### src/logic/tcu_defines.svh
`ifndef TCU_DEFINES_SVH
`define TCU_DEFINES_SVH

// ------------------------------
// TLB entry fields
// ------------------------------
`define TCU_VPEID_W          16
`define TCU_VIRTPAGE_W       20
`define TCU_PHYSPAGE_W       20
`define TCU_PAGE_OFFSET_W    12

// read in bit 0, write in bit 1
`define TCU_PERM_W           2

`define TCU_TLB_DEPTH        8

// ------------------------------
// register interface
// ------------------------------
`define TCU_REG_ADDR_W       8
`define TCU_REG_DATA_W       64

// status word of privileged commands
`define TCU_REGADDR_PRIV_CMD 8'h10

`endif

### src/logic/tcu_pkg.sv
`include "tcu_defines.svh"

package tcu_pkg;

    typedef enum logic [3:0] {
        OP_IDLE     = 4'h0,
        OP_INV_PAGE = 4'h1,
        OP_INV_TLB  = 4'h2,
        OP_INS_TLB  = 4'h3
    } priv_opcode_e;

    typedef enum logic [4:0] {
        ERR_NONE              = 5'd0,
        ERR_UNKNOWN_CMD       = 5'd1,
        ERR_TLB_MISS          = 5'd2,
        ERR_TLB_FULL          = 5'd3,
        ERR_TRANSLATION_FAULT = 5'd4
    } tcu_error_e;

    typedef enum logic [1:0] {
        TLB_READ   = 2'd0,
        TLB_WRITE  = 2'd1,
        TLB_DELETE = 2'd2,
        TLB_CLEAR  = 2'd3
    } tlb_cmd_e;

    typedef struct packed {
        logic [`TCU_PERM_W-1:0]     perm;
        logic [`TCU_PHYSPAGE_W-1:0] physpage;
        logic [`TCU_VIRTPAGE_W-1:0] virtpage;
        logic [`TCU_VPEID_W-1:0]    vpeid;
    } tlb_entry_t;

    typedef struct packed {
        logic       en;
        tlb_cmd_e   cmd;
        tlb_entry_t entry;
    } tlb_req_t;

    typedef struct packed {
        logic       done;
        tcu_error_e error;
        tlb_entry_t entry;
    } tlb_rsp_t;

    typedef struct packed {
        logic                         en;
        logic [`TCU_REG_DATA_W/8-1:0] wben;
        logic [`TCU_REG_ADDR_W-1:0]   addr;
        logic [`TCU_REG_DATA_W-1:0]   wdata;
    } priv_reg_wr_t;

    typedef enum logic [1:0] {
        S_IDLE,
        S_ISSUE,
        S_WAIT,
        S_FINISH
    } priv_ctrl_state_e;

endpackage

### src/logic/priv_cmd_ctrl.sv
`include "tcu_defines.svh"

module priv_cmd_ctrl
    import tcu_pkg::*;
(
    input  logic         clk_i,
    input  logic         reset_n_i,

    input  logic         priv_cmd_start_i,
    input  priv_opcode_e priv_cmd_opcode_i,
    input  logic [63:0]  priv_cmd_arg0_i,
    input  logic [63:0]  priv_cmd_arg1_i,

    output tlb_req_t     ctrl_req_o,
    input  logic         ctrl_grant_i,
    input  tlb_rsp_t     ctrl_rsp_i,

    input  logic         priv_reg_stall_i,
    output priv_reg_wr_t priv_reg_wr_o
);

    localparam int status_w = $bits(tcu_error_e) + $bits(priv_opcode_e);

    priv_ctrl_state_e state_q;
    tcu_error_e       error_q;
    tlb_cmd_e         cmd_q;
    tlb_entry_t       entry_q;

    tlb_cmd_e         dec_cmd;
    tlb_entry_t       dec_entry;
    logic             dec_valid;
    logic             fsm_step;

    // ------------------------------
    // opcode decode
    // ------------------------------
    always_comb begin
        dec_cmd   = TLB_CLEAR;
        dec_entry = '0;
        dec_valid = 1'b1;
        case (priv_cmd_opcode_i)
            OP_INV_PAGE: begin
                dec_cmd            = TLB_DELETE;
                dec_entry.vpeid    = priv_cmd_arg0_i[`TCU_VPEID_W-1:0];
                dec_entry.virtpage = priv_cmd_arg1_i[`TCU_PAGE_OFFSET_W +: `TCU_VIRTPAGE_W];
            end
            OP_INV_TLB: begin
                dec_cmd = TLB_CLEAR;
            end
            OP_INS_TLB: begin
                dec_cmd            = TLB_WRITE;
                dec_entry.perm     = priv_cmd_arg0_i[`TCU_PERM_W-1:0];
                dec_entry.physpage = priv_cmd_arg0_i[`TCU_PAGE_OFFSET_W +: `TCU_PHYSPAGE_W];
                dec_entry.virtpage = priv_cmd_arg1_i[`TCU_PAGE_OFFSET_W +: `TCU_VIRTPAGE_W];
                dec_entry.vpeid    = priv_cmd_arg0_i[32 +: `TCU_VPEID_W];
            end
            // idle is not a command either
            default: begin
                dec_valid = 1'b0;
            end
        endcase
    end

    // ------------------------------
    // command sequencing
    // ------------------------------
    always_ff @(posedge clk_i) begin
        if (!reset_n_i) begin
            state_q <= S_IDLE;
            error_q <= ERR_NONE;
        end else begin
            case (state_q)
                S_IDLE: begin
                    if (priv_cmd_start_i) begin
                        state_q <= dec_valid ? S_ISSUE : S_FINISH;
                        error_q <= dec_valid ? ERR_NONE : ERR_UNKNOWN_CMD;
                    end
                end
                S_ISSUE: begin
                    if (ctrl_grant_i) begin
                        state_q <= S_WAIT;
                    end
                end
                S_WAIT: begin
                    if (ctrl_rsp_i.done) begin
                        error_q <= ctrl_rsp_i.error;
                        state_q <= S_FINISH;
                    end
                end
                S_FINISH: begin
                    if (!priv_reg_stall_i) begin
                        state_q <= S_IDLE;
                    end
                end
                default: begin
                    state_q <= S_IDLE;
                end
            endcase
        end
    end

    // request captured once per accepted start
    always_ff @(posedge clk_i) begin
        if (state_q == S_IDLE && priv_cmd_start_i) begin
            cmd_q   <= dec_cmd;
            entry_q <= dec_entry;
        end
    end

    always_comb begin
        ctrl_req_o.en    = (state_q == S_ISSUE);
        ctrl_req_o.cmd   = cmd_q;
        ctrl_req_o.entry = entry_q;
    end

    // status word, opcode field back to idle
    always_comb begin
        priv_reg_wr_o.en    = (state_q == S_FINISH);
        priv_reg_wr_o.wben  = '1;
        priv_reg_wr_o.addr  = `TCU_REGADDR_PRIV_CMD;
        priv_reg_wr_o.wdata = {{(`TCU_REG_DATA_W - status_w){1'b0}}, error_q, OP_IDLE};
    end

    assign fsm_step = (state_q == S_ISSUE && ctrl_grant_i) ||
                      (state_q == S_WAIT && ctrl_rsp_i.done) ||
                      (state_q == S_FINISH && !priv_reg_stall_i);

    // a start during a running command must not disturb the sequence
    a_start_ignored: assert property (
        @(posedge clk_i) disable iff (!reset_n_i)
        (priv_cmd_start_i && state_q != S_IDLE && !fsm_step) |=> $stable(state_q)
    ) else $error("start outside idle changed the command state");

endmodule

### src/logic/tcu_priv_top.sv
`include "tcu_defines.svh"

module tcu_priv_top
    import tcu_pkg::*;
(
    input  logic                       clk_i,
    input  logic                       reset_n_i,

    input  logic                       priv_cmd_start_i,
    input  priv_opcode_e               priv_cmd_opcode_i,
    input  logic [63:0]                priv_cmd_arg0_i,
    input  logic [63:0]                priv_cmd_arg1_i,

    input  logic                       priv_reg_stall_i,
    output priv_reg_wr_t               priv_reg_wr_o,

    input  logic                       unpriv_tlb_read_i,
    input  logic [`TCU_VPEID_W-1:0]    unpriv_tlb_vpeid_i,
    input  logic [`TCU_VIRTPAGE_W-1:0] unpriv_tlb_virtpage_i,
    input  logic [`TCU_PERM_W-1:0]     unpriv_tlb_read_perm_i,
    output logic [`TCU_PHYSPAGE_W-1:0] unpriv_tlb_physpage_o,
    output logic                       unpriv_tlb_read_done_o,
    output tcu_error_e                 unpriv_tlb_error_o,
    output logic                       unpriv_tlb_active_o
);

    tlb_req_t ctrl_req;
    logic     ctrl_grant;
    tlb_rsp_t ctrl_rsp;
    tlb_req_t store_req;
    tlb_rsp_t store_rsp;

    priv_cmd_ctrl i_priv_cmd_ctrl (
        .clk_i             (clk_i),
        .reset_n_i         (reset_n_i),
        .priv_cmd_start_i  (priv_cmd_start_i),
        .priv_cmd_opcode_i (priv_cmd_opcode_i),
        .priv_cmd_arg0_i   (priv_cmd_arg0_i),
        .priv_cmd_arg1_i   (priv_cmd_arg1_i),
        .ctrl_req_o        (ctrl_req),
        .ctrl_grant_i      (ctrl_grant),
        .ctrl_rsp_i        (ctrl_rsp),
        .priv_reg_stall_i  (priv_reg_stall_i),
        .priv_reg_wr_o     (priv_reg_wr_o)
    );

    tlb_port_arbiter i_tlb_port_arbiter (
        .clk_i                  (clk_i),
        .reset_n_i              (reset_n_i),
        .unpriv_tlb_read_i      (unpriv_tlb_read_i),
        .unpriv_tlb_vpeid_i     (unpriv_tlb_vpeid_i),
        .unpriv_tlb_virtpage_i  (unpriv_tlb_virtpage_i),
        .unpriv_tlb_read_perm_i (unpriv_tlb_read_perm_i),
        .unpriv_tlb_physpage_o  (unpriv_tlb_physpage_o),
        .unpriv_tlb_read_done_o (unpriv_tlb_read_done_o),
        .unpriv_tlb_error_o     (unpriv_tlb_error_o),
        .unpriv_tlb_active_o    (unpriv_tlb_active_o),
        .ctrl_req_i             (ctrl_req),
        .ctrl_grant_o           (ctrl_grant),
        .ctrl_rsp_o             (ctrl_rsp),
        .store_req_o            (store_req),
        .store_rsp_i            (store_rsp)
    );

    tlb_store i_tlb_store (
        .clk_i       (clk_i),
        .reset_n_i   (reset_n_i),
        .store_req_i (store_req),
        .store_rsp_o (store_rsp)
    );

endmodule

### src/logic/tlb_port_arbiter.sv
`include "tcu_defines.svh"

module tlb_port_arbiter
    import tcu_pkg::*;
(
    input  logic                       clk_i,
    input  logic                       reset_n_i,

    input  logic                       unpriv_tlb_read_i,
    input  logic [`TCU_VPEID_W-1:0]    unpriv_tlb_vpeid_i,
    input  logic [`TCU_VIRTPAGE_W-1:0] unpriv_tlb_virtpage_i,
    input  logic [`TCU_PERM_W-1:0]     unpriv_tlb_read_perm_i,
    output logic [`TCU_PHYSPAGE_W-1:0] unpriv_tlb_physpage_o,
    output logic                       unpriv_tlb_read_done_o,
    output tcu_error_e                 unpriv_tlb_error_o,
    output logic                       unpriv_tlb_active_o,

    input  tlb_req_t                   ctrl_req_i,
    output logic                       ctrl_grant_o,
    output tlb_rsp_t                   ctrl_rsp_o,

    output tlb_req_t                   store_req_o,
    input  tlb_rsp_t                   store_rsp_i
);

    logic       req_en_q;
    tlb_cmd_e   req_cmd_q;
    tlb_entry_t req_entry_q;
    logic       wait_rsp_q;
    logic       owner_priv_q;

    logic       busy;
    logic       grant_unpriv;
    logic       grant_priv;
    tlb_entry_t unpriv_entry;

    // one operation at a time, unprivileged reads first
    assign busy         = req_en_q || wait_rsp_q;
    assign grant_unpriv = !busy && unpriv_tlb_read_i;
    assign grant_priv   = !busy && !unpriv_tlb_read_i && ctrl_req_i.en;
    assign ctrl_grant_o = grant_priv;

    always_comb begin
        unpriv_entry          = '0;
        unpriv_entry.perm     = unpriv_tlb_read_perm_i;
        unpriv_entry.virtpage = unpriv_tlb_virtpage_i;
        unpriv_entry.vpeid    = unpriv_tlb_vpeid_i;
    end

    always_ff @(posedge clk_i) begin
        if (!reset_n_i) begin
            req_en_q     <= 1'b0;
            wait_rsp_q   <= 1'b0;
            owner_priv_q <= 1'b0;
        end else begin
            req_en_q <= grant_unpriv || grant_priv;
            if (req_en_q) begin
                wait_rsp_q <= 1'b1;
            end else if (store_rsp_i.done) begin
                wait_rsp_q <= 1'b0;
            end
            if (grant_unpriv || grant_priv) begin
                owner_priv_q <= grant_priv;
            end
        end
    end

    always_ff @(posedge clk_i) begin
        if (grant_unpriv || grant_priv) begin
            req_cmd_q   <= grant_unpriv ? TLB_READ : ctrl_req_i.cmd;
            req_entry_q <= grant_unpriv ? unpriv_entry : ctrl_req_i.entry;
        end
    end

    always_comb begin
        store_req_o.en    = req_en_q;
        store_req_o.cmd   = req_cmd_q;
        store_req_o.entry = req_entry_q;
    end

    // ------------------------------
    // response routing
    // ------------------------------
    always_comb begin
        ctrl_rsp_o      = store_rsp_i;
        ctrl_rsp_o.done = store_rsp_i.done && owner_priv_q;
    end

    assign unpriv_tlb_read_done_o = store_rsp_i.done && !owner_priv_q;
    assign unpriv_tlb_error_o     = (store_rsp_i.error == ERR_NONE) ? ERR_NONE
                                                                    : ERR_TRANSLATION_FAULT;
    assign unpriv_tlb_physpage_o  = (store_rsp_i.error == ERR_NONE) ? store_rsp_i.entry.physpage
                                                                    : '0;
    assign unpriv_tlb_active_o    = unpriv_tlb_read_i || busy;

    a_no_overlap: assert property (
        @(posedge clk_i) disable iff (!reset_n_i)
        store_req_o.en |-> !wait_rsp_q
    ) else $error("TLB request issued while previous operation unanswered");

endmodule

### src/logic/tlb_store.sv
`include "tcu_defines.svh"

module tlb_store
    import tcu_pkg::*;
#(
    parameter int depth = `TCU_TLB_DEPTH
) (
    input  logic     clk_i,
    input  logic     reset_n_i,

    input  tlb_req_t store_req_i,
    output tlb_rsp_t store_rsp_o
);

    localparam int idx_w = (depth > 1) ? $clog2(depth) : 1;

    tlb_entry_t             entries_q [depth];
    logic [depth-1:0]       valid_q;

    logic                   rsp_done_q;
    tcu_error_e             rsp_error_q;
    tlb_entry_t             rsp_entry_q;

    logic                   any_hit;
    logic                   any_free;
    logic [idx_w-1:0]       hit_idx;
    logic [idx_w-1:0]       free_idx;
    logic [idx_w-1:0]       wr_idx;
    logic                   perm_missing;
    logic                   do_write;
    tcu_error_e             rsp_error;
    tlb_entry_t             rsp_entry;

    // ------------------------------
    // parallel match, lowest index wins
    // ------------------------------
    always_comb begin
        any_hit  = 1'b0;
        any_free = 1'b0;
        hit_idx  = '0;
        free_idx = '0;
        for (int i = depth - 1; i >= 0; i--) begin
            if (valid_q[i] &&
                entries_q[i].vpeid == store_req_i.entry.vpeid &&
                entries_q[i].virtpage == store_req_i.entry.virtpage) begin
                any_hit = 1'b1;
                hit_idx = idx_w'(i);
            end
            if (!valid_q[i]) begin
                any_free = 1'b1;
                free_idx = idx_w'(i);
            end
        end
    end

    assign perm_missing = |(store_req_i.entry.perm & ~entries_q[hit_idx].perm);
    assign wr_idx       = any_hit ? hit_idx : free_idx;
    assign do_write     = store_req_i.en && store_req_i.cmd == TLB_WRITE && (any_hit || any_free);

    always_comb begin
        rsp_error = ERR_NONE;
        rsp_entry = store_req_i.entry;
        case (store_req_i.cmd)
            TLB_READ: begin
                rsp_entry = entries_q[hit_idx];
                if (!any_hit || perm_missing) begin
                    rsp_error = ERR_TLB_MISS;
                end
            end
            TLB_WRITE: begin
                if (!any_hit && !any_free) begin
                    rsp_error = ERR_TLB_FULL;
                end
            end
            TLB_DELETE: begin
                if (!any_hit) begin
                    rsp_error = ERR_TLB_MISS;
                end
            end
            default: begin
                rsp_error = ERR_NONE;
            end
        endcase
    end

    // ------------------------------
    // entry update
    // ------------------------------
    always_ff @(posedge clk_i) begin
        if (!reset_n_i) begin
            valid_q    <= '0;
            rsp_done_q <= 1'b0;
        end else begin
            rsp_done_q <= store_req_i.en;
            if (do_write) begin
                valid_q[wr_idx] <= 1'b1;
            end else if (store_req_i.en && store_req_i.cmd == TLB_DELETE && any_hit) begin
                valid_q[hit_idx] <= 1'b0;
            end else if (store_req_i.en && store_req_i.cmd == TLB_CLEAR) begin
                valid_q <= '0;
            end
        end
    end

    always_ff @(posedge clk_i) begin
        if (do_write) begin
            entries_q[wr_idx] <= store_req_i.entry;
        end
        if (store_req_i.en) begin
            rsp_error_q <= rsp_error;
            rsp_entry_q <= rsp_entry;
        end
    end

    always_comb begin
        store_rsp_o.done  = rsp_done_q;
        store_rsp_o.error = rsp_error_q;
        store_rsp_o.entry = rsp_entry_q;
    end

    a_done_next: assert property (
        @(posedge clk_i) disable iff (!reset_n_i)
        store_req_i.en |=> store_rsp_o.done
    ) else $error("no done one cycle after TLB request");

endmodule

### config.mk
export PLATFORM = sky130hd
export DESIGN_NAME = tcu_priv_top
export DESIGN_NICKNAME = d
export VERILOG_FILES = /design/src/logic/tcu_pkg.sv /design/src/logic/priv_cmd_ctrl.sv /design/src/logic/tcu_priv_top.sv /design/src/logic/tlb_port_arbiter.sv /design/src/logic/tlb_store.sv
export VERILOG_INCLUDE_DIRS = /design/src /design/src/logic
export SDC_FILE = /design/constraint.sdc
export NUM_CORES = 1
export LEC_CHECK = 0
export CORE_AREA = 4 4 305 307
export DETAILED_ROUTE_END_ITERATION = 6
export DIE_AREA = 0 0 309 311
export DONT_BUFFER_PORTS = 1
export RECOVER_POWER = 50
export SLEW_MARGIN = 20
export SYNTH_ARGS = -nofsm -noshare
export SYNTH_HDL_FRONTEND = slang
export SYNTH_SLANG_ARGS = --single-unit
### constraint.sdc
create_clock -name clk_i -period 7.55 [get_ports clk_i]
set_clock_uncertainty 0.15 [all_clocks]
set_input_delay 1.1325 -clock clk_i [delete_from_list [all_inputs] [get_ports clk_i]]
set_output_delay 1.1325 -clock clk_i [all_outputs]
set_load 0.01 [all_outputs]
==> results of run 1 <==
## synthesized netlist by cell type (16+ instances only)
| library cell | count |
|---|---|
| clkbuf_1 | 29 |
| buf_2 | 25 |
| nand2_1 | 172 |
| a21oi_1 | 26 |
| xor2_1 | 250 |
| buf_4 | 98 |
| nor2_1 | 52 |
| edfxtp_1 | 606 |
| nor4_1 | 103 |
| dfxtp_1 | 16 |
| inv_1 | 18 |
| and3_1 | 46 |
| xnor2_1 | 33 |
| nand4_1 | 37 |
| mux2i_1 | 56 |
| and2_1 | 50 |
## state kept, by name, summed over array words and instances, names as in the netlist
signal,count
i_tlb_store.rsp_done_q,1
i_tlb_port_arbiter.store_req_o,58
i_tlb_store.valid_q,8
i_priv_cmd_ctrl.state_q,2
i_priv_cmd_ctrl.error_q,2
i_tlb_store.entries_q,464
i_priv_cmd_ctrl.cmd_q,2
i_tlb_port_arbiter.owner_priv_q,1
i_tlb_store.store_rsp_o,20
i_tlb_port_arbiter.req_en_q,1
i_tlb_store.rsp_error_q,2
i_tlb_port_arbiter.req_cmd_q,2
i_priv_cmd_ctrl.ctrl_req_o,58
i_tlb_port_arbiter.wait_rsp_q,1
## power breakdown
group	switching (mW)	total, mW	leakage [nW]	internal, mW
logic	0.810	1.15	3.54	0.344
clock network	1.25	2.92	0.906	1.67
registers	0.294	4.53	5.69	4.24
## cells in the final DEF, fill, tap and decap left out, types with 15 or more instances in the layout
master / count
edfxtp_1: 606
xor2_1: 250
nand2_1: 170
nor4_1: 102
conb_1: 82
clkbuf_16: 58
mux2i_1: 56
nor2_1: 51
clkbuf_1: 48
and3_1: 46
nand4_1: 37
and2_1: 35
xnor2_1: 33
a21oi_1: 25
buf_4: 20
inv_1: 18
dfxtp_1: 16
nor3_1: 15
o21ai_1: 15
## critical path, cell delays in order (launching register included)
cell and delay [ns]:
edfxtp_1 0.32, clkbuf_1 1.08, xor2_1 0.25, nor4_1 0.36
nand4_1 0.14, nor4_2 0.85, or2_1 0.44, or4_1 0.32
nor2_2 0.08, or4_4 0.60, nor3_4 0.54, buf_4 0.55
## layout make-up
cell class | count | share of cell area, %
clock buffers | 65 | 4.94
clock inverters | 33 | 1.28
inverters | 18 | 0.226
multi-input cells | 1144 | 25.6
flip-flops and latches | 622 | 61.9
well taps | 1176 | 4.92
repair buffers | 64 | 1.22
## path summary, 6_finish.rpt
path,startpoint,endpoint,slack [ns],cells past startpoint
worst max-delay path,i_tlb_port_arbiter.store_req_o[8],i_tlb_store.entries_q[7][26],1.44,11
worst min-delay path,i_tlb_port_arbiter.owner_priv_q,i_tlb_port_arbiter.owner_priv_q,0.33,2
worst min register to register,i_tlb_port_arbiter.owner_priv_q,i_tlb_port_arbiter.owner_priv_q,0.33,2
worst max register to register,i_tlb_port_arbiter.store_req_o[8],i_tlb_store.entries_q[7][26],1.44,11
## layer usage
layer | track usage [%] | vias to the layer above
li1 | - | 6874
met1 | 17.7 | 7632
met2 | 23.4 | 628
met3 | 1.74 | 98
met4 | 3.37 | 0
met5 | 0 | -
## kinds of logic (layout without fill, tap and decap cells)
family | Yosys count | after routing | share of synthesized area (%)
AND/OR/NAND/NOR | 562 | 562 | 11.4
XOR/XNOR | 283 | 283 | 9.20
AO/OA/AOI/OAI | 154 | 154 | 3.94
multiplexers | 59 | 59 | 2.20
adder cells (fa/ha/maj) | 4 | 4 | 0.186
other | 2 | 82 | 0.0279
flip-flops | 622 | 622 | 68.7
buffers and inverters | 185 | 180 | 4.34
## through the flow
| stage | setup slack, ns | hold WS [ns] |
|---|---|---|
| after CTS | 1.98 | 0.333 |
| after floorplan | 1.89 | 0.300 |
| after detailed placement | 1.99 | 0.320 |
| after global placement | 2.07 | 0.314 |
| final | 1.44 | 0.329 |
| after global routing | 1.15 | 0.367 |
==> metrics, run 1 <==
row count 110; failing checks max-capacitance violations, max-slew violations; final WL 66900 µm; fill cell count 8755; Post-Syn Area per Cell 14.4 µm²; net count of the finished layout 2085; Initial Util 29.9%; CTS buffer count 56; Peak supply drop 0.233 mV; Setup Buffers After CTS 0; Final GP Congestion 0.833; run status finished, violations left; Syn-to-layout area delta 11.1%; leading register cell type out of synthesis edfxtp_1; Post-synth EDFFs 606; Die Span Y 311 µm; Yosys top cell area share 67.5%; fin. max-slew vios 154; Max Clk Rate 164 MHz; Seq/Total Area, Yosys 68.7%; Hold Buf Count CTS 0; met3 wire length 4640 µm; max layer used met4; final setup fails 0; LEAKAGE 10.1 nW; initial antenna violation count 2; layout cells sized above 1 7.19%; wire per inst 21.4 µm; Sequential Area 18500 µm²; Synth Register Bits 622; clock root cell clkbuf_16; synth warn 0; total power 8.60 mW; asr flop ratio synth 0%; Die Footprint 96100 µm²; grt total ovfl 0; total track usage 13.4%; RSZ-0062 raised after global routing no; Crit Path Class flop to flop; First-pass DRT Iterations 5; CP required 7.64 ns; Reg clk slew, reported paths 0.06 ns; Arrival @ worst endpoint 6.20 ns; Final min period 6.11 ns; met2 wire len 33200 µm; vias in the first global route 15.3k; first-pass GRT wire length 98400 µm; core box area 90000 µm²; P per Cell Area 287 nW/µm²; Clock Tree Buf Depth 3; Gate Count Post-Synth 1871; Ports 283; Die Wd 309 µm; crit end category flop; 1st-iter DRT viols 1225; multi-input logic area 7650 µm²; CTS tree done; post-DP HPWL 43400 µm; area leader, netlist edfxtp_1; wire length on met1 27500 µm; crit-path max FO 37; # diodes 0; library cells used by synthesis 72; Syn Std Cell Area 27000 µm²; final hold viol count 0; Worst-Margin Slew 3.52 ns; Area after DPL 28200 µm²; final instance area 29900 µm²; pin count of the biggest net entering global routing 64; Sink Count 622; post-CTS sizing 0; startpoint types flop; H-tree Lvls 2; Residual DRC 0; worst skew pair latency 0.61 ns; antenna viol nets, final 0; max_slew headroom -134%; fin util 33.3%; Worst Hold Class flop to flop; setup TNS 0 ns; port bufs 0; via count 15.2k; Avg Vias per Cell 4.88; Cells after DPL 3024; synth top area cells edfxtp_1 (68%), xor2_1 (8.1%), buf_4 (2.7%); non-filler instance count after layout 3122; share of the clock period used by the worst path 81.0%; # Max-Cap Violations 3
Note: power is estimated with default switching activity, not from simulation.
==> run 2, diff against run 1 <==
- clock period: 7.55 -> 5 ns (I/O delays scaled with it)
==> run 2 against run 1 <==
Effect of this change: sequential share of layout area down 1.1 points; worst setup slack worse by 1.1 ns; critical path depth unchanged; the flow still finishes with violations (max-capacitance violations, max-slew violations); critical path type unchanged; via count up 1.4%; largest cell class unchanged; first-iteration DRC count up 1.3%; non-clock buffer count up 60; largest power group unchanged; global-route usage up 0.18 points; total power up 52%; die area unchanged; sequential cell count unchanged.
==> metrics, run 2 (synthesis gave the netlist of run 1 again) <==
Residual DRC 0 (unchanged); CTS tree done; GRT Max-Usage Layer met2; P per Cell Area 430 nW/µm² (+49%); Worst Hold Class input port to flop; Biggest register i_tlb_store.entries_q; Reg clk slew, reported paths 0.07 ns (about the same); First-pass DRT Iterations 5 (unchanged); Worst R2R Start i_tlb_port_arbiter.store_req_o[21]; WHS Path Cells 1 (-1); Worst-Margin Slew 2.70 ns (-0.818 ns); Avg Vias per Cell 4.84 (-0.84%); Die Span Y 311 µm (unchanged); Hold Buf Count CTS 0 (unchanged); Worst Reg-to-Reg Cells 11 (unchanged); worst skew pair latency 0.62 ns (about the same); row count 110 (unchanged); core box area 90000 µm² (unchanged); clock root cell clkbuf_16; # diodes 0 (unchanged); startpoint types flop; Syn-to-layout area delta 13.0%; most common cell after layout, fill and taps aside edfxtp_1; hold path start reset_n_i; Sink Count 622 (unchanged); total track usage 13.6% (+0.18 points); Final min period 4.69 ns (-1.42 ns); layout cells sized above 1 9.08% (+1.9 points); Crit Path Class flop to flop; crit-path max FO 47 (+27%); # Max-Cap Violations 3 (unchanged); via count 15.4k (+1.4%); Initial Util 29.9% (unchanged); wire per inst 21.1 µm (-1.4%); first-pass GRT wire length 99400 µm (+1.1%); net count of the finished layout 2146 (+2.9%); run status finished, violations left; initial antenna violation count 0 (-2); total power 13.1 mW (+52%); final WL 67400 µm (+0.74%); Arrival @ worst endpoint 4.82 ns (-1.38 ns); post-DP HPWL 45800 µm (+5.6%); Setup Buffers After CTS 0 (unchanged); 1st-iter DRT viols 1241 (+1.3%); met3 Track Usage GR 2.01% (+0.27 points); antenna viol nets, final 0 (unchanged); failing checks max-capacitance violations, max-slew violations; setup TNS 0 ns (unchanged); post-CTS sizing 0 (unchanged); Final GP Congestion 0.873 (+4.8%); max FFs per register 464 (unchanged); GRT met1 Usage 18.2% (+0.46 points); max_slew headroom -79.8% (+55 points); pin count of the biggest net entering global routing 63 (-1.6%); CP required 5.13 ns (-2.51 ns); Peak supply drop 0.292 mV (+25%); most frequent cells in the layout edfxtp_1 (606), xor2_1 (250), nand2_1 (171), nor4_1 (102), conb_1 (82); LEAKAGE 10.4 nW (+2.5%); CTS buffer count 57 (+1.8%); Max Clk Rate 213 MHz (+30%); crit path from i_tlb_port_arbiter.store_req_o[21]; fin. max-slew vios 116 (-25%); share of the clock period used by the worst path 93.9% (+13 points); H-tree Lvls 2 (unchanged); grt total ovfl 0 (unchanged); final setup fails 0 (unchanged); Die Wd 309 µm (unchanged); final hold viol count 0 (unchanged); port bufs 0 (unchanged); Clock Tree Buf Depth 3 (unchanged); met2 usage 23.1% (-0.33 points); vias in the first global route 15.4k (+0.75%); Die Footprint 96100 µm² (unchanged); RSZ-0062 raised after global routing no; fin util 33.9% (+0.59 points); Ports 283 (unchanged); crit end category flop
-- run 2: cell types whose count changed in the layout (fill, tap and decap cells not counted), sizes merged --
cell,delta
buf,+35
bufinv,-1
clkbuf,+27
clkinv,+1
clkinvlp,+6
inv,+1
-- run 2: worst paths after layout --
path,to,slack (ns)
worst min register to register,i_tlb_port_arbiter.store_req_o[7],0.36
worst max-delay path,i_tlb_store.entries_q[3][5],0.31
worst max register to register,i_tlb_store.entries_q[3][5],0.31
worst min-delay path,i_tlb_store.rsp_done_q,0.11
-- run 2: per-stage QoR --
step / hold WS [ns] / worst slack [ns] / instances / cell area (µm²)
finish: 0.113 / 0.306 / 3191 / 30500
global route: 0.0891 / 0.252 / 3191 / 30500
CTS: 0.0744 / 0.477 / 3191 / 30700
detailed placement: 0.351 / 0.510 / 3084 / 28800
global placement: 0.308 / 0.533 / 3084 / 28800
floorplan: 0.300 / -0.657 / 1951 / 27300
-- run 2: metal layers --
layer | up-vias | part of all wire, %
met4 | 0 | 2.6
met5 | - | 0
li1 | 7011 | -
met3 | 96 | 6.5
met2 | 617 | 49
met1 | 7714 | 42
-- run 2: worst max-delay path, stage by stage, from the launching register on --
cell      delay, ns
edfxtp_1       0.53
clkbuf_1       0.70
xor2_1         0.20
nor4_1         0.31
nand4_1        0.16
or4_1          0.59
nand2_2        0.19
or4_1          0.25
nor2_2         0.07
or4_4          0.60
nor3_4         0.24
buf_12         0.30
-- run 2: area by class of cell --
| type | instances | area [µm²] |
|---|---|---|
| clock inverter | 40 | 408 |
| tap | 1176 | 1470 |
| fill | 8799 | 59500 |
| multi-input combinational | 1144 | 7650 |
| clock buffer | 67 | 1510 |
| inverter | 18 | 67.6 |
| sequential | 622 | 18500 |
| timing repair buffer | 124 | 848 |
-- run 2: where the power goes --
part	internal [mW]	total [mW]	switching (mW)
sequential	6.38	6.81	0.434
combinational	0.568	1.82	1.26
clock	2.53	4.45	1.92
total	9.48	13.1	3.61
